$ cat src/br_pkg.sv
`default_nettype none

package br_pkg;

    // sample and frame geometry
    localparam int sample_w   = 13;
    localparam int lanes      = 16;
    localparam int lane_bits  = 4;
    localparam int frame_len  = 512;
    localparam int addr_bits  = 9;
    localparam int blocks     = 32;
    localparam int block_bits = 5;

    typedef logic signed [sample_w-1:0] sample_t;  // one real or imaginary part
    typedef logic [addr_bits-1:0]       addr_t;    // point index in a frame
    typedef logic [block_bits-1:0]      block_t;   // beat index in a frame
    typedef logic                       bank_t;

    typedef enum logic {
        seq_idle,
        seq_read
    } seq_state_t;

    // mirror the index bits, msb <-> lsb
    function automatic addr_t bitrev(input addr_t idx);
        addr_t rev;
        for (int b = 0; b < addr_bits; b++) begin
            rev[b] = idx[addr_bits-1-b];
        end
        return rev;
    endfunction

endpackage

`default_nettype wire

$ cat src/frame_writer.sv
`timescale 1ns/10ps
`default_nettype none

module frame_writer import br_pkg::*; (
    input  logic  clk,
    input  logic  rst_n,
    input  logic  in_valid,
    output logic  wr_en,
    output bank_t wr_bank,
    output addr_t wr_addr [lanes],
    output logic  frame_ready,
    output bank_t full_bank
);

    block_t wr_block;  // beat within the frame being written
    logic   last_beat;

    assign wr_en     = in_valid;  // every valid beat is written
    assign last_beat = in_valid && (wr_block == block_t'(blocks - 1));

    // scatter each lane to its bit-reversed point index
    always_comb begin
        for (int i = 0; i < lanes; i++) begin
            wr_addr[i] = bitrev({wr_block, lane_bits'(i)});
        end
    end

    always_ff @(posedge clk or negedge rst_n) begin
        if (!rst_n) begin
            wr_block <= '0;
            wr_bank  <= '0;
        end else if (in_valid) begin
            if (last_beat) begin
                wr_block <= '0;
                wr_bank  <= ~wr_bank;  // next frame goes to the other bank
            end else begin
                wr_block <= wr_block + 1'b1;
            end
        end
    end

    // one cycle pulse naming the bank just filled
    always_ff @(posedge clk or negedge rst_n) begin
        if (!rst_n) begin
            frame_ready <= 1'b0;
            full_bank   <= '0;
        end else begin
            frame_ready <= last_beat;
            if (last_beat) begin
                full_bank <= wr_bank;
            end
        end
    end

endmodule

`default_nettype wire

$ cat config.mk
export PLATFORM = sky130hd
export DESIGN_NAME = frame_writer
export DESIGN_NICKNAME = d
export VERILOG_FILES = /design/src/br_pkg.sv /design/src/frame_writer.sv
export SDC_FILE = /design/constraint.sdc
export NUM_CORES = 1
export LEC_CHECK = 0
export BUFFER_PORTS_ARGS = -buffer_cell sky130_fd_sc_hd__buf_2
export CORE_MARGIN = 10
export CORE_UTILIZATION = 36
export CTS_CLUSTER_SIZE = 24
export DETAILED_ROUTE_END_ITERATION = 10
export GPL_TIMING_DRIVEN = 0
export PLACE_DENSITY = 0.84
export SYNTH_ARGS = -nofsm -noshare
export SYNTH_HDL_FRONTEND = slang
export SYNTH_SLANG_ARGS = --single-unit
$ cat constraint.sdc
create_clock -name clk -period 2.6 [get_ports clk]
set_clock_uncertainty 0.15 [all_clocks]
set_input_delay 0.52 -clock clk [delete_from_list [all_inputs] [get_ports clk]]
set_output_delay 0.52 -clock clk [all_outputs]
set_load 0.1 [all_outputs]
After elaboration in Yosys (flattened, before gate mapping)
Index checks and enable logic that the tools add are counted.
- bitwise logic cells: 1
- add/sub/neg operators: 1
- mux-type cells: 1
- eq/ne operators: 1
- reduce and logical (&&, ||, !) cells: 2
- operator list (cell ; number):
    5-bit by 1-bit adder with 5-bit output, second input constant ; 1
    5-bit equality test, second input constant ; 1
    5-bit two-way mux ; 1
    2-bit AND reduction ; 1
    1-bit logical AND ; 1
    1-bit NOT ; 1
- output and inout bits: 148
- register bits after elaboration: 8

Longest topological paths before layout
- depth after elaboration: 3
- gate-level depth with buffers: 6

Least setup slack after synthesis
OpenSTA, ideal clock, no wires.
- kind: register to register
- start point: reg wr_block[0]
- end point: reg full_bank
- clock period less this slack: 2.567 ns
- required time: 2.324 ns
- slack: 0.033 ns
- data arrival time: 2.290 ns
- stages on the path, launching flop included: 6
- cell sequence: dfrtp_1 ha_1 and3_1 ha_1 nand2_2 mux2_4
- longest elaborated chain between the ends: 2
- ends and longest elaborated chain (element ; line ; RTL):
    start: declaration ; frame_writer.sv:15 ; block_t wr_block;
    start signal: assignment ; frame_writer.sv:37 ; wr_block <= wr_block + 1'b1;
    5-bit equality test ; frame_writer.sv:19 ; assign last_beat = in_valid && (wr_block == block_t'(blocks - 1));
    1-bit logical AND ; frame_writer.sv:19 ;
    end signal: assignment ; frame_writer.sv:50 ; full_bank <= wr_bank;
    end: declaration ; frame_writer.sv:12 ; output bank_t full_bank
Every way passes these cells.
A chain may end at the register's enable or synchronous reset.

Worst setup path after layout
- start point: reg wr_block[0]
- end point: out wr_addr[94] (netlist name)
- RTL lines (element ; line ; RTL):
    end: declaration ; frame_writer.sv:10 ; output addr_t wr_addr [lanes],
No word-level cell between the ends.

==> impl_metrics.xml <==
<?xml version="1.0" encoding="UTF-8"?>
<metrics>
  <group name="run_status">
    <metric name="run_status" unit="">finished clean</metric>
  </group>
  <group name="setup_path">
    <metric name="crit_type" unit="">register to output pin</metric>
    <metric name="cp.arrival" unit="ps">1520</metric>
    <metric name="r2r-end" unit="">full_bank</metric>
    <metric name="crit_path_max_fanout" unit="">20</metric>
    <metric name="required" unit="ps">1930</metric>
    <metric name="end_kind" unit="">output pin</metric>
    <metric name="worstRegToRegCells" unit="">5</metric>
    <metric name="reg_to_reg_critical_path_startpoint" unit="">wr_block[0]</metric>
    <metric name="start_kind" unit="">register</metric>
    <metric name="r2r_setup_slack" unit="ps">490</metric>
  </group>
  <group name="sta">
    <metric name="hold_violations" unit="">0</metric>
    <metric name="final_max_slew_viol_count" unit="">0</metric>
    <metric name="post-route-min-period" unit="ps">2194</metric>
    <metric name="totalNegativeSetupSlack" unit="ps">0</metric>
    <metric name="worst_pin_slew" unit="ps">545.4</metric>
    <metric name="finalWorstSetupSlack" unit="ps">406.2</metric>
    <metric name="report.final.setup_viol" unit="">0</metric>
    <metric name="grt_setup_unrepaired" unit="">no</metric>
    <metric name="final.period_utilization" unit="">0.8438</metric>
    <metric name="worst_slew_margin_rel" unit="">0.6364</metric>
    <metric name="clock.fmax" unit="GHz">0.4558</metric>
  </group>
  <group name="placed_design">
    <metric name="pre_cts_ws" unit="ps">469.7</metric>
    <metric name="port_buffers" unit="">85</metric>
    <metric name="place.detailed.hpwl" unit="µm">3585</metric>
    <metric name="final_gp_congestion" unit="">0.7739</metric>
  </group>
  <group name="hold_path">
    <metric name="hp-class" unit="">register to register</metric>
    <metric name="hold_end" unit="">wr_bank</metric>
    <metric name="min-delay-start" unit="">wr_bank</metric>
    <metric name="timing.hold.worst_path_depth" unit="">1</metric>
  </group>
  <group name="cts">
    <metric name="insertion_delay" unit="ps">230</metric>
    <metric name="tritoncts.num_buffers" unit="">3</metric>
    <metric name="cts_root_buffer" unit="">sky130_fd_sc_hd__clkbuf_8</metric>
    <metric name="cts_tree" unit="">done</metric>
    <metric name="max-clock-path-buffers" unit="">2</metric>
    <metric name="cts_setup_buffers" unit="">0</metric>
    <metric name="clkSinkCount" unit="">8</metric>
    <metric name="path_clk_slew" unit="ps">40</metric>
    <metric name="htree_levels" unit="">1</metric>
  </group>
  <group name="yosys">
    <metric name="synth.cell_area" unit="µm²">1420</metric>
    <metric name="yosysSeqAreaShare" unit="">0.1410</metric>
    <metric name="yosys_register_bits" unit="">8</metric>
    <metric name="netlist_instances" unit="">172</metric>
    <metric name="postSynthAreaPerCell" unit="µm²">8.256</metric>
    <metric name="yosys_warnings" unit="">0</metric>
    <metric name="netlist_cell_types" unit="">17</metric>
  </group>
  <group name="layout">
    <metric name="sequential_cell_area" unit="µm²">200.2</metric>
    <metric name="num-fill-cells" unit="">330</metric>
    <metric name="final_nets" unit="">330</metric>
    <metric name="multi_input_comb_area" unit="µm²">386.6</metric>
    <metric name="num_antenna_cells" unit="">0</metric>
    <metric name="layout-drive-gt1-share" unit="">0.7214</metric>
    <metric name="area_growth_syn_to_layout" unit="%">54.19</metric>
  </group>
  <group name="routing">
    <metric name="wire_length_per_cell" unit="µm">10.74</metric>
    <metric name="drt_drc_violations_left" unit="">0</metric>
    <metric name="detailedRoute.firstIterationViolations" unit="">48</metric>
    <metric name="totalWireLength" unit="µm">3985</metric>
    <metric name="antenna_left" unit="">0</metric>
    <metric name="first_pass_iters" unit="">4</metric>
    <metric name="drt-vias-per-instance" unit="">3.224</metric>
    <metric name="vias_post_dr" unit="">1196</metric>
  </group>
  <group name="die">
    <metric name="rows" unit="">22</metric>
    <metric name="io-pin-count" unit="">151</metric>
    <metric name="chipHeight" unit="µm">82.81</metric>
    <metric name="start_util" unit="">0.3793</metric>
    <metric name="dieArea" unit="µm²">6857</metric>
    <metric name="core-area" unit="µm²">3744</metric>
    <metric name="die_w" unit="µm">82.81</metric>
  </group>
  <group name="run">
    <metric name="max-cap-violations" unit="">0</metric>
  </group>
  <group name="grt">
    <metric name="first_global_vias" unit="">1200</metric>
    <metric name="maximum_number_of_pins_on_one_net_before_global_route_repair" unit="">21</metric>
    <metric name="grt-ovfl-total" unit="">0</metric>
    <metric name="grt.total_usage" unit="">0.1046</metric>
    <metric name="grt_pass1_wl" unit="µm">6072</metric>
    <metric name="antenna_violations_before_repair" unit="">0</metric>
  </group>
</metrics>
-- logic make-up after synthesis --
kind of cell | count (synthesis) | synth area share
adder cells (fa/ha/maj) | 2 | 0.01762
AND/OR/NAND/NOR | 8 | 0.03172
AO/OA/AOI/OAI | 5 | 0.02115
multiplexers | 3 | 0.02643
XOR/XNOR | 1 | 0.006169
flip-flops | 8 | 0.1410
other | 2 | 0.005288
buffers and inverters | 143 | 0.7507
-- worst max-delay path: stages, from the launching register on --
cell	delay, ps
sky130_fd_sc_hd__dfrtp_1	680
sky130_fd_sc_hd__buf_4	200
sky130_fd_sc_hd__buf_2	420
-- timing repair --
action,4_1_cts,5_1_grt
hold endpoints to repair,8,0
resized for setup,0,0
hold buffers,1,0
-- registers in the layout, indices dropped and copies added, names as in the netlist --
signal and count:
full_bank 1, frame_ready 1, wr_bank 1, wr_block 5
-- final cells by class --
cell class / count / area share
Timing Repair Buffer: 86 / 0.1989
Buffer: 141 / 0.4834
Multi-Input combinational cell: 83 / 0.1766
Tap cell: 48 / 0.02743
Sequential cell: 8 / 0.09143
Inverter: 2 / 0.003429
Clock buffer: 3 / 0.01886
-- routing by layer --
layer / up-vias / track usage / wire length (µm)
li1: 628 / - / -
met1: 474 / 0.09545 / 1336
met2: 92 / 0.1781 / 1893
met3: 2 / 0.07422 / 734
met4: 0 / 0.03692 / 20
met5: - / 0 / 0
-- Yosys cell counts --
cell                       number  area (µm²)
sky130_fd_sc_hd__xnor2_1        1       8.760
sky130_fd_sc_hd__mux2_4         1       15.01
sky130_fd_sc_hd__and3_1         2       12.51
sky130_fd_sc_hd__buf_4        141        1059
sky130_fd_sc_hd__nand2_1        2       7.510
sky130_fd_sc_hd__mux2_2         2       22.52
sky130_fd_sc_hd__nor3b_1        1       7.510
sky130_fd_sc_hd__o22ai_1        1       6.260
sky130_fd_sc_hd__inv_1          2       7.510
sky130_fd_sc_hd__ha_1           2       25.02
sky130_fd_sc_hd__nand2_2        1       6.260
sky130_fd_sc_hd__a22o_1         1       8.760
sky130_fd_sc_hd__o21ai_0        3       15.01
sky130_fd_sc_hd__dfrtp_1        8       200.2
sky130_fd_sc_hd__nor2_1         1       3.750
sky130_fd_sc_hd__nand3b_1       1       7.510
sky130_fd_sc_hd__conb_1         2       7.510
-- worst max-delay path by stage --
stage                     cells after the start           end  slack [ps]   startpoint
final                                         2   wr_addr[94]         410  wr_block[0]
after global routing                          2   wr_addr[30]         280  wr_block[1]
after CTS                                     2  wr_addr[129]         370  wr_block[1]
after detailed placement                      5     full_bank         470  wr_block[1]
after global placement                        5     full_bank         500  wr_block[0]
after floorplan                               5     full_bank          30  wr_block[0]
-- per-stage QoR --
| stage | instances | hold slack, ps | area (µm²) | util |
|---|---|---|---|---|
| 2_1_floorplan | 234 | 74.41 | 1653 | - |
| 3_3_place_gp | 367 | 220.4 | 2138 | 0.5712 |
| 3_5_place_dp | 367 | 224.5 | 2138 | 0.5712 |
| 4_1_cts | 371 | 350.2 | 2190 | 0.5849 |
| 5_1_grt | 371 | 395.5 | 2190 | 0.5849 |
| 6_report | 371 | 347.1 | 2190 | 0.5849 |
-- placed cells by master, fill, tap and decap left out --
cell type	netlist	layout
sky130_fd_sc_hd__mux2_4	1	1
sky130_fd_sc_hd__ha_1	2	2
sky130_fd_sc_hd__and3_1	2	2
sky130_fd_sc_hd__conb_1	2	64
sky130_fd_sc_hd__mux2_2	2	2
sky130_fd_sc_hd__o22ai_1	1	1
sky130_fd_sc_hd__o21ai_0	3	3
sky130_fd_sc_hd__nand2_2	1	1
sky130_fd_sc_hd__nand2_1	2	2
sky130_fd_sc_hd__inv_1	2	2
sky130_fd_sc_hd__buf_4	141	141
sky130_fd_sc_hd__clkbuf_8	0	3
sky130_fd_sc_hd__buf_2	0	85
sky130_fd_sc_hd__dfrtp_1	8	8
sky130_fd_sc_hd__nor3b_1	1	1
sky130_fd_sc_hd__nor2_1	1	1
sky130_fd_sc_hd__a22o_1	1	1
sky130_fd_sc_hd__xnor2_1	1	1
sky130_fd_sc_hd__dlygate4sd3_1	0	1
sky130_fd_sc_hd__nand3b_1	1	1
Power is not shown: default switching activity piles up to over one toggle a cycle in this logic, so the estimate is an artifact.
