$ cat src/br_pkg.sv
`default_nettype none

package br_pkg;

    // sample and frame geometry
    localparam int sample_w   = 13;
    localparam int lanes      = 16;
    localparam int lane_bits  = 4;
    localparam int frame_len  = 512;
    localparam int addr_bits  = 9;
    localparam int blocks     = 32;
    localparam int block_bits = 5;

    typedef logic signed [sample_w-1:0] sample_t;  // one real or imaginary part
    typedef logic [addr_bits-1:0]       addr_t;    // point index in a frame
    typedef logic [block_bits-1:0]      block_t;   // beat index in a frame
    typedef logic                       bank_t;

    typedef enum logic {
        seq_idle,
        seq_read
    } seq_state_t;

    // mirror the index bits, msb <-> lsb
    function automatic addr_t bitrev(input addr_t idx);
        addr_t rev;
        for (int b = 0; b < addr_bits; b++) begin
            rev[b] = idx[addr_bits-1-b];
        end
        return rev;
    endfunction

endpackage

`default_nettype wire

$ cat src/read_sequencer.sv
`timescale 1ns/10ps
`default_nettype none

module read_sequencer import br_pkg::*; (
    input  logic   clk,
    input  logic   rst_n,
    input  logic   frame_ready,
    input  bank_t  full_bank,
    output logic   rd_en,
    output bank_t  rd_bank,
    output block_t rd_block,
    output logic   out_valid,
    output block_t out_block,
    output logic   out_last
);

    seq_state_t state;

    // read requests are registered; block 0 is issued at the edge that
    // sees frame_ready, block 31 at the edge that drops back to idle
    always_ff @(posedge clk or negedge rst_n) begin
        if (!rst_n) begin
            state    <= seq_idle;
            rd_en    <= 1'b0;
            rd_bank  <= '0;
            rd_block <= '0;
        end else begin
            case (state)
                seq_idle: begin
                    if (frame_ready) begin
                        state    <= seq_read;
                        rd_en    <= 1'b1;
                        rd_bank  <= full_bank;  // latch the finished bank
                        rd_block <= '0;
                    end else begin
                        rd_en    <= 1'b0;
                    end
                end
                seq_read: begin
                    rd_en    <= 1'b1;
                    rd_block <= rd_block + 1'b1;
                    if (rd_block == block_t'(blocks - 2)) begin
                        state <= seq_idle;  // last block goes out next
                    end
                end
                default: begin
                    state <= seq_idle;
                    rd_en <= 1'b0;
                end
            endcase
        end
    end

    // one cycle behind the request, in step with the ram output regs
    always_ff @(posedge clk or negedge rst_n) begin
        if (!rst_n) begin
            out_valid <= 1'b0;
            out_block <= '0;
            out_last  <= 1'b0;
        end else begin
            out_valid <= rd_en;
            out_block <= rd_block;
            out_last  <= rd_en && (rd_block == block_t'(blocks - 1));
        end
    end

endmodule

`default_nettype wire

$ cat config.mk
export PLATFORM = sky130hd
export DESIGN_NAME = read_sequencer
export DESIGN_NICKNAME = d
export VERILOG_FILES = /design/src/br_pkg.sv /design/src/read_sequencer.sv
export SDC_FILE = /design/constraint.sdc
export NUM_CORES = 1
export LEC_CHECK = 0
export ABC_CLOCK_PERIOD_IN_PS = 3850
export BUFFER_PORTS_ARGS = -buffer_cell sky130_fd_sc_hd__buf_2
export CAP_MARGIN = 20
export CORE_ASPECT_RATIO = 1.25
export CORE_MARGIN = 3
export CORE_UTILIZATION = 30
export CTS_CLUSTER_SIZE = 40
export DETAILED_ROUTE_END_ITERATION = 7
export HOLD_SLACK_MARGIN = 0.06
export PLACE_DENSITY = 0.57
export SETUP_SLACK_MARGIN = 0.1
export SYNTH_ARGS = -nofsm -noshare
export SYNTH_HDL_FRONTEND = slang
export SYNTH_SLANG_ARGS = --single-unit
$ cat constraint.sdc
create_clock -name clk -period 3.85 [get_ports clk]
set_clock_uncertainty 0.05 [all_clocks]
set_input_delay 0.1925 -clock clk [delete_from_list [all_inputs] [get_ports clk]]
set_output_delay 0.1925 -clock clk [all_outputs]
set_load 0.1 [all_outputs]
Word level (Yosys, flattened, before mapping)

Cells that the tools add are included.

Register bits: 15
Memory bits (writable): 0
Memories: 0
ROM bits: 0
Latch bits: 0

Bitwise operators: 1
Add/sub/neg operators: 1
Shifts and indexed selects: 0
Reductions and logical operators: 2
Multiply operators: 0
Div/mod/pow operators: 0
Equal/unequal tests: 3
Order comparisons: 0
Multiplexer cells: 6

Operator list:

| cell                                          | count |
|---|---|
| equality test 5 bit (second input constant)   | 2 |
| case mux 5 bit (2 select lines)               | 1 |
| adder 5 x 1 -> 5 bit (second input constant)  | 1 |
| 2-to-1 mux 5 bit                              | 1 |
| case mux 1 bit (2 select lines)               | 2 |
| 2-to-1 mux 1 bit                              | 2 |
| inequality test 2 bit (second input constant) | 1 |
| AND reduction 2 bit                           | 1 |
| logical AND 1 bit                             | 1 |
| NOT 1 bit                                     | 1 |

Depth between registers and ports, before layout

Gate-level depths: netlist (run 1).

Depth in word-level cells: 3
Mapped depth: 4
Depth with buffers taken out: 4

Worst setup path before layout (run 1)

No wires, ideal clock.

Kind: register to register
From: register rd_block[1]
To: register rd_block[4]
Setup slack: 1806 ps
Arrival time: 1871 ps
Clock period less this slack: 2044 ps
Stages on the path, launching flop included: 5
Path through: dfrtp_1 ha_1 and3_1 ha_1 a22o_1

Word-level cells in the longest chain between the ends: 2

Ends and longest elaborated chain:

| item                            | line                 | RTL |
|---|---|---|
| start: declaration              | read_sequencer.sv:11 | `output block_t rd_block,` |
| start signal: assignment        | read_sequencer.sv:41 | `rd_block <= rd_block + 1'b1;` |
| adder 5 x 1 -> 5 bit            | read_sequencer.sv:41 |  |
| case mux 5 bit (2 select lines) | read_sequencer.sv:28 | `case (state)` |

No other way between the ends.
A chain may end at the register's enable or synchronous reset.

Worst setup path after layout (run 1)

From: register rd_block[0]
To: register rd_block[4]

Same word-level chain as after synthesis.

==> results of run 1 <==
[registers in the layout, indices dropped and copies added (netlist names)]
signal     flops
rd_bank        1
rd_en          1
out_last       1
state          1
out_block      5
out_valid      1
rd_block       5
[cell families (layout without fill, tap and decap cells)]
logic type,Yosys count,in the layout,synth area share
buffers and inverters,3,24,0.0323
flip-flops,15,15,0.645
adder cells (fa/ha/maj),3,3,0.0645
XOR/XNOR,1,1,0.0151
AND/OR/NAND/NOR,10,10,0.125
multiplexers,3,3,0.0624
AO/OA/AOI/OAI,5,5,0.0559
[per-layer routing]
| metal | vias to the layer above | track usage |
|---|---|---|
| met5 | - | 0 |
| met4 | 0 | 0.0753 |
| met3 | 4 | 0.0195 |
| met2 | 16 | 0.0998 |
| met1 | 161 | 0.127 |
| li1 | 177 | - |
[worst reg2reg max path: stages (launching register included)]
cell	delay, ns
dfrtp_1	0.44
ha_1	0.24
and3_1	0.18
ha_1	0.26
a22o_1	0.22
[metrics by stage]
| stage | hold slack, ns | setup slack, ns |
|---|---|---|
| after floorplan | -0.153 | 1.81 |
| after global placement | 0.0598 | 2.37 |
| after detailed placement | 0.0615 | 2.36 |
| after CTS | 0.0799 | 2.35 |
| after global routing | 0.0852 | 2.26 |
| final | 0.0890 | 2.36 |
[worst min-delay path by stage]
stage / from / endpoint / slack, ns
2_1_floorplan: rst_n / out_block[0]$_DFF_PN0_ / -0.15
3_3_place_gp: rst_n / out_block[2]$_DFF_PN0_ / 0.06
3_5_place_dp: rst_n / out_block[2]$_DFF_PN0_ / 0.06
4_1_cts: full_bank / rd_bank$_DFFE_PN0P_ / 0.08
5_1_grt: full_bank / rd_bank$_DFFE_PN0P_ / 0.09
6_report: full_bank / rd_bank$_DFFE_PN0P_ / 0.09
[final cells by class]
cell class / count / area share
clock buffers: 4 / 0.0367
inverters: 2 / 0.0105
multi-input cells: 22 / 0.262
flip-flops and latches: 15 / 0.524
well taps: 19 / 0.0332
repair buffers: 18 / 0.133
[cell usage in the layout (no fill, tap or decap), drive strengths merged]
master,count
buf,17
dfrtp,15
clkbuf,4
ha,3
inv,2
and3,2
nor2b,2
o21ai,2
mux2,2
nor2,1
a31oi,1
and2,1
a22o,1
nand2,1
nand2b,1
mux2i,1
nand3,1
xnor2,1
nor3b,1
a21o,1
dlygate4sd3,1
==> results.cfg, run 1 <==
[status]
status = complete, no violations

[worst_setup_path]
cp_num_buf_inv = 0
cp_slowest_stage_delay_ns = 0.44
crit_path_start = rd_block[0]$_DFFE_PN0P_
cp_common_cell = ha_1
r2r_slack_ns = 2.36
critPathLaunchType = flip-flop
reg2reg_depth = 4
critPathTopFamily = adder cells
worstPathRequired_ns = 3.98
critPathCaptureType = flip-flop
cp_slowest_cell = dfrtp_1
reg2reg_from = rd_block[0]$_DFFE_PN0P_
arrival_ns = 1.62
criticalPathCategory = reg2reg
worstPathMaxFanout = 6
crit_cells = 4
crit_chain = ha_1 > and3_1 > ha_1 > a22o_1
rr_endpoint = rd_block[4]$_DFFE_PN0P_
crit_end = rd_block[4]$_DFFE_PN0P_

[synthesis]
synth_top_area_frac = 0.645
seq_area_frac_synth = 0.645
ys_ff_latch = 15
yosysWarnings = 0
ys.flop_type = dfrtp_1
avgSynthCellArea_sq_um = 14.5
synth-edff-count = 0
ys_async_sr_fraction = 1.00
syn_nets = 47
yosysMostFrequentCell = dfrtp_1
synthCells = 40
synth_top_area_cell = dfrtp_1
synth.distinct_cells = 22
synth_area_sq_um = 582
yosys-top-cells-area = dfrtp_1, ha_1, mux2_4
yosys-top-cells-count = dfrtp_1, ha_1, and3_1, inv_1

[route]
wl_met2_microns = 363
wl_met1_microns = 431
via_count = 358
routed_via_density = 4.48
top_layer_used = met4
antenna_left = 0
drc_errors = 0
met3_length_microns = 74
wl_microns = 895
first_iter_violations = 2
drtPass1Iterations = 2
detail_route.wl_per_cell_microns = 11.2

[clocking]
cts.sinks = 15
clock_latency_ns = 0.28
cts_setup_buffers = 0
path_clk_slew_ns = 0.08
clockBufferDepth = 2
htree_levels = 1
cts_tree = done
root_buffer = clkbuf_4
cts_buffers = 3
holdBufCountCts = 1
cts_resized = 0

[die]
start_util = 0.322
die_area_sq_um = 2510
die_h_microns = 55.2
die_x_microns = 45.4
ios = 18
row_count = 17
coreArea_sq_um = 1810

[worst_hold_path]
holdPathStages = 2
min_path_type = in2reg

[finish]
seq_area_sq_um = 375
stdcell_count = 80
utilization = 0.396
multi_input_area_sq_um = 188
design_area_sq_um = 716
antenna_cells = 0
area_growth_syn_to_layout_pct = 23.0
drive_above_1_share = 0.393
layout.nets = 69
nFillCells = 168

[sta]
tightest_slew_ns = 0.491
finalSetupViolations = 0
max_slew_margin = 0.675
final_hold_viol_count = 0
slew_violations = 0
rsz0062_at_grt = no
setup_tns_ns = 0
fmax_ghz = 0.670
fin_crit_sh = 0.388
finalCriticalPeriod_ns = 1.49

[place]
place_inst = 75
numPortBuffers = 17
place_area_sq_um = 679
gp_congestion = 0.704

[global_routing]
grt_overflow = 0
grt_pass1_wl_microns = 1570
grt_usage = 0.0863
antenna_found_initial = 0
grt_pass1_vias = 348
grt_start_max_net_pins = 16

[run]
cap_violations = 0
Power of run 1 is left out: the tool's default activity adds up to more than one toggle a clock period on the data nets, which glitch-free logic cannot reach.
==> run 2, diff against run 1 <==
--- a/config.mk
+++ b/config.mk
@@ -5,7 +5,7 @@
 export SDC_FILE = /design/constraint.sdc
 export NUM_CORES = 1
 export LEC_CHECK = 0
-export ABC_CLOCK_PERIOD_IN_PS = 3850
+export ABC_CLOCK_PERIOD_IN_PS = 1400
 export BUFFER_PORTS_ARGS = -buffer_cell sky130_fd_sc_hd__buf_2
 export CAP_MARGIN = 20
 export CORE_ASPECT_RATIO = 1.25
==> constraint.sdc (replaced) <==
create_clock -name clk -period 1.4 [get_ports clk]
set_clock_uncertainty 0.05 [all_clocks]
set_input_delay 0.07 -clock clk [delete_from_list [all_inputs] [get_ports clk]]
set_output_delay 0.07 -clock clk [all_outputs]
set_load 0.1 [all_outputs]
==> results.cfg, run 2 (same netlist as run 1, synthesis figures left out) <==
[worst_setup_path]
worstPathMaxFanout = 2
cp_common_cell = ha_4
crit_cells = 4
critPathTopFamily = flip-flops
crit_chain = ha_4 > and3_4 > ha_4 > a22o_1
rr_endpoint = rd_block[4]$_DFFE_PN0P_
cp_num_buf_inv = 0
criticalPathCategory = reg2reg
critPathCaptureType = flip-flop
reg2reg_depth = 4
critPathLaunchType = flip-flop
r2r_slack_ns = 0.02
cp_slowest_stage_delay_ns = 0.50
cp_slowest_cell = dfrtp_4
reg2reg_from = rd_block[1]$_DFFE_PN0P_
arrival_ns = 1.51
worstPathRequired_ns = 1.52

[route]
wl_microns = 957
first_iter_violations = 4
detail_route.wl_per_cell_microns = 11.3
antenna_left = 0
drtPass1Iterations = 2
routed_via_density = 4.55
via_count = 387
drc_errors = 0

[finish]
multi_input_area_sq_um = 218
area_growth_syn_to_layout_pct = 44.3
antenna_cells = 0
final_common_cell = buf_2
seq_area_sq_um = 390
final_cell_mix = buf_2, dfrtp_1, clkbuf_4, buf_4
reg.largest.list = out_block (5), rd_block (5)
drive_above_1_share = 0.561
utilization = 0.464
nFillCells = 162
layout.nets = 74

[die]
coreArea_sq_um = 1810
ios = 18
start_util = 0.322
die_area_sq_um = 2510
die_x_microns = 45.4
die_h_microns = 55.2
row_count = 17

[sta]
tightest_slew_ns = 0.485
finalHoldWorstSlack_ns = 0.158
rsz0062_at_grt = yes
slew_violations = 0
fmax_ghz = 0.723
finalCriticalPeriod_ns = 1.38
fin_crit_sh = 0.987
max_slew_margin = 0.679
finalSetupViolations = 0
final_hold_viol_count = 0

[place]
gp_congestion = 0.670
numPortBuffers = 17

[clocking]
cts_buffers = 3
root_buffer = clkbuf_4
cts.sinks = 15
clock_latency_ns = 0.28
path_clk_slew_ns = 0.09
htree_levels = 1
cts_tree = done
clockBufferDepth = 2

[global_routing]
grt_pass1_vias = 380
antenna_found_initial = 0
grt_usage = 0.0910
grt_overflow = 0
grt_pass1_wl_microns = 1640
grt_start_max_net_pins = 16

[run]
cap_violations = 0

[status]
status = complete, no violations

[worst_hold_path]
min_path_type = in2async
==> run 2: cell count changes in the layout (fill, tap and decap cells not counted), sizes merged <==
cell	before	now
clkinv	0	1
buf	17	19
dlygate4sd3	1	3
==> run 2: what timing repair did <==
item	CTS	global route
endpoints found under the setup margin	2	3
resized for setup	1	1
setup buffers	1	0
endpoints found under the hold margin	17	0
hold buffers	3	0
pin swaps	1	1
==> run 2: cell type report <==
cell class | count | share of cell area
timing repair buffer | 23 | 0.206
clock buffer | 3 | 0.0268
multi-input combinational | 22 | 0.259
tap | 19 | 0.0283
inverter | 2 | 0.00894
clock inverter | 1 | 0.00596
sequential | 15 | 0.465
==> run 2: worst max path at each step <==
stage | startpoint | endpoint | slack, ns
after floorplan | rd_block[1]$_DFFE_PN0P_ | rd_block[4]$_DFFE_PN0P_ | -0.17
after CTS | rd_block[0]$_DFFE_PN0P_ | rd_block[4]$_DFFE_PN0P_ | 0.01
after global placement | rd_block[1]$_DFFE_PN0P_ | rd_block[4]$_DFFE_PN0P_ | 0.03
final | rd_block[1]$_DFFE_PN0P_ | rd_block[4]$_DFFE_PN0P_ | 0.02
after detailed placement | rd_block[1]$_DFFE_PN0P_ | rd_block[4]$_DFFE_PN0P_ | 0.02
after global routing | rd_block[1]$_DFFE_PN0P_ | rd_block[4]$_DFFE_PN0P_ | -0.01
==> run 2: worst reg2reg max path, stage by stage, from the launching register on <==
cell and delay (ns):
dfrtp_4 0.50, ha_4 0.16, and3_4 0.18, ha_4 0.20, a22o_1 0.19
==> run 2: stage by stage <==
stage	setup TNS, ns	setup slack [ns]	std cells	area (sq um)
floorplan	-0.212	-0.171	40	627
global placement	0	0.0340	77	769
detailed placement	0	0.0194	77	769
CTS	0	0.0139	85	837
global route	-0.0131	-0.0131	85	840
finish	0	0.0177	85	840
==> run 2: per-layer routing <==
| layer | vias to the layer above | GRT usage | wire length (microns) |
|---|---|---|---|
| li1 | 184 | - | - |
| met1 | 189 | 0.114 | 402 |
| met2 | 14 | 0.134 | 488 |
| met3 | 0 | 0.0293 | 65 |
| met4 | 0 | 0.0502 | 0 |
| met5 | - | 0 | 0 |
Power of run 2 is left out for the same reason.
==> run 3, diff against run 2 <==
--- a/config.mk
+++ b/config.mk
@@ -5,8 +5,9 @@
 export SDC_FILE = /design/constraint.sdc
 export NUM_CORES = 1
 export LEC_CHECK = 0
+export ABC_AREA = 1
 export ABC_CLOCK_PERIOD_IN_PS = 1400
-export BUFFER_PORTS_ARGS = -buffer_cell sky130_fd_sc_hd__buf_2
+export BUFFER_PORTS_ARGS = -buffer_cell sky130_fd_sc_hd__clkbuf_2
 export CAP_MARGIN = 20
 export CORE_ASPECT_RATIO = 1.25
 export CORE_MARGIN = 3
==> results.cfg, run 3 <==
[worst_setup_path]
cp_common_cell = nand2_1
worstPathRequired_ns = 1.53
crit_chain = ha_4 > inv_2 > nor2_2 > ha_1 > nand2_1 > nand2_1
cp_slowest_cell = dfrtp_4
cp_slowest_stage_delay_ns = 0.51
arrival_ns = 1.43
reg2reg_from = rd_block[1]$_DFFE_PN0P_
critPathCaptureType = flip-flop
worstPathMaxFanout = 3
critPathLaunchType = flip-flop
crit_path_start = rd_block[1]$_DFFE_PN0P_
criticalPathCategory = reg2reg

[sta]
slew_violations = 0
rsz0062_at_grt = yes
tightest_slew_ns = 0.542
finalSetupViolations = 0
finalCriticalPeriod_ns = 1.29
setup_tns_ns = 0
max_slew_margin = 0.640
finalHoldWorstSlack_ns = 0.180
final_hold_viol_count = 0
fmax_ghz = 0.773
fin_crit_sh = 0.924

[synthesis]
synth_top_area_cell = dfrtp_1
synth_top_area_frac = 0.652
yosysWarnings = 0
yosys-top-cells-area = dfrtp_1, nand2_1, ha_1
ys_async_sr_fraction = 1.00
synth_area_sq_um = 576
ys_ff_latch = 15
yosys-top-cells-count = nand2_1, dfrtp_1, inv_1, nand3_1
syn_nets = 63
synth-edff-count = 0
synth.distinct_cells = 12
yosysMostFrequentCell = nand2_1
seq_area_frac_synth = 0.652
avgSynthCellArea_sq_um = 10.3
synthCells = 56
ys.flop_type = dfrtp_1

[global_routing]
grt_start_max_net_pins = 16
grt_pass1_vias = 418
antenna_found_initial = 0
grt_pass1_wl_microns = 1780
grt_usage = 0.106
grt_overflow = 0

[clocking]
htree_levels = 1
cts_buffers = 3
cts_tree = done
cts.sinks = 15
root_buffer = clkbuf_4
path_clk_slew_ns = 0.09
clock_latency_ns = 0.28
clockBufferDepth = 2

[route]
routed_via_density = 4.64
drc_errors = 0
wl_microns = 1140
antenna_left = 0
first_iter_violations = 1
detail_route.wl_per_cell_microns = 11.1
via_count = 473
drtPass1Iterations = 4

[finish]
area_growth_syn_to_layout_pct = 39.8
stdcell_count = 102
final_common_cell = nand2_1
layout.nets = 91
antenna_cells = 0
final_cell_mix = nand2_1, clkbuf_2, dfrtp_1
reg.largest.list = out_block (5), rd_block (5)
drive_above_1_share = 0.458

[run]
cap_violations = 0

[die]
coreArea_sq_um = 1790
die_area_sq_um = 2480
die_x_microns = 45.2
row_count = 17
ios = 18
die_h_microns = 55.0
start_util = 0.322

[place]
place_hpwl_microns = 798
numPortBuffers = 17
place_inst = 92
gp_congestion = 0.679

[worst_hold_path]
min_path_type = in2async

[status]
status = complete, no violations
==> run 3: changes by cell type after synthesis, sizes merged, moves of 2 or more <==
cell / delta
nand2: +16
inv: +6
nand3: +3
nor2: +3
and3: -2
mux2: -2
nor2b: -2
==> run 3: timing repair <==
action / 4_1_cts / 5_1_grt
buffers inserted: 3 / 0
resized for setup: 1 / 5
pin swaps: 0 / 1
hold buffers: 3 / 0
cloned: 0 / 0
endpoints found under the hold margin: 18 / 0
setup endpoints to repair: 2 / 4
==> run 3: logic make-up after synthesis <==
group | Yosys count | share of synthesized area
adder cells (fa/ha/maj) | 3 | 0.0652
buffers and inverters | 9 | 0.0587
AND/OR/NAND/NOR | 25 | 0.176
flip-flops | 15 | 0.652
AO/OA/AOI/OAI | 4 | 0.0478
==> run 3: path summary, 6_finish.rpt <==
path,endpoint,slack [ns],cells after the start
max,rd_block[4]$_DFFE_PN0P_,0.11,6
min,out_last$_DFF_PN0_,0.18,2
max reg2reg,rd_block[4]$_DFFE_PN0P_,0.11,6
min reg2reg,out_valid$_DFF_PN0_,0.36,0
max in group asynchronous,rd_block[0]$_DFFE_PN0P_,0.82,2
min in group clk,out_valid$_DFF_PN0_,0.36,0
==> run 3: area by class of cell <==
| class | count | area, sq um |
|---|---|---|
| clock buffers | 4 | 26.3 |
| fillers | 197 | 982 |
| inverters | 9 | 33.8 |
| multi-input cells | 32 | 189 |
| flip-flops and latches | 15 | 387 |
| well taps | 19 | 23.8 |
| repair buffers | 23 | 145 |
==> run 3: worst max-delay path: cells and delay by family, from the launching register on <==
| kind | cells | cell delay, ns |
|---|---|---|
| and+or+nand+nor | 3 | 0.15 |
| adders and majority gates | 2 | 0.43 |
| buffers and inverters | 1 | 0.05 |
| DFF | 1 | 0.51 |
==> run 3: metrics by stage <==
stage	setup slack (ns)	utilization	cell area, sq um
4_1_cts	0.105	0.445	795
5_1_grt	0.0491	0.450	805
3_5_place_dp	0.0989	0.399	713
3_3_place_gp	0.117	0.399	713
6_report	0.106	0.450	805
2_1_floorplan	-0.0447	-	599
==> run 3: per-layer routing <==
layer  global-route usage  wire length, microns
met5                    0                     0
met3               0.0388                    54
met2                0.165                   590
met1                0.113                   454
met4               0.0878                    36
Power of run 3 is left out for the same reason.
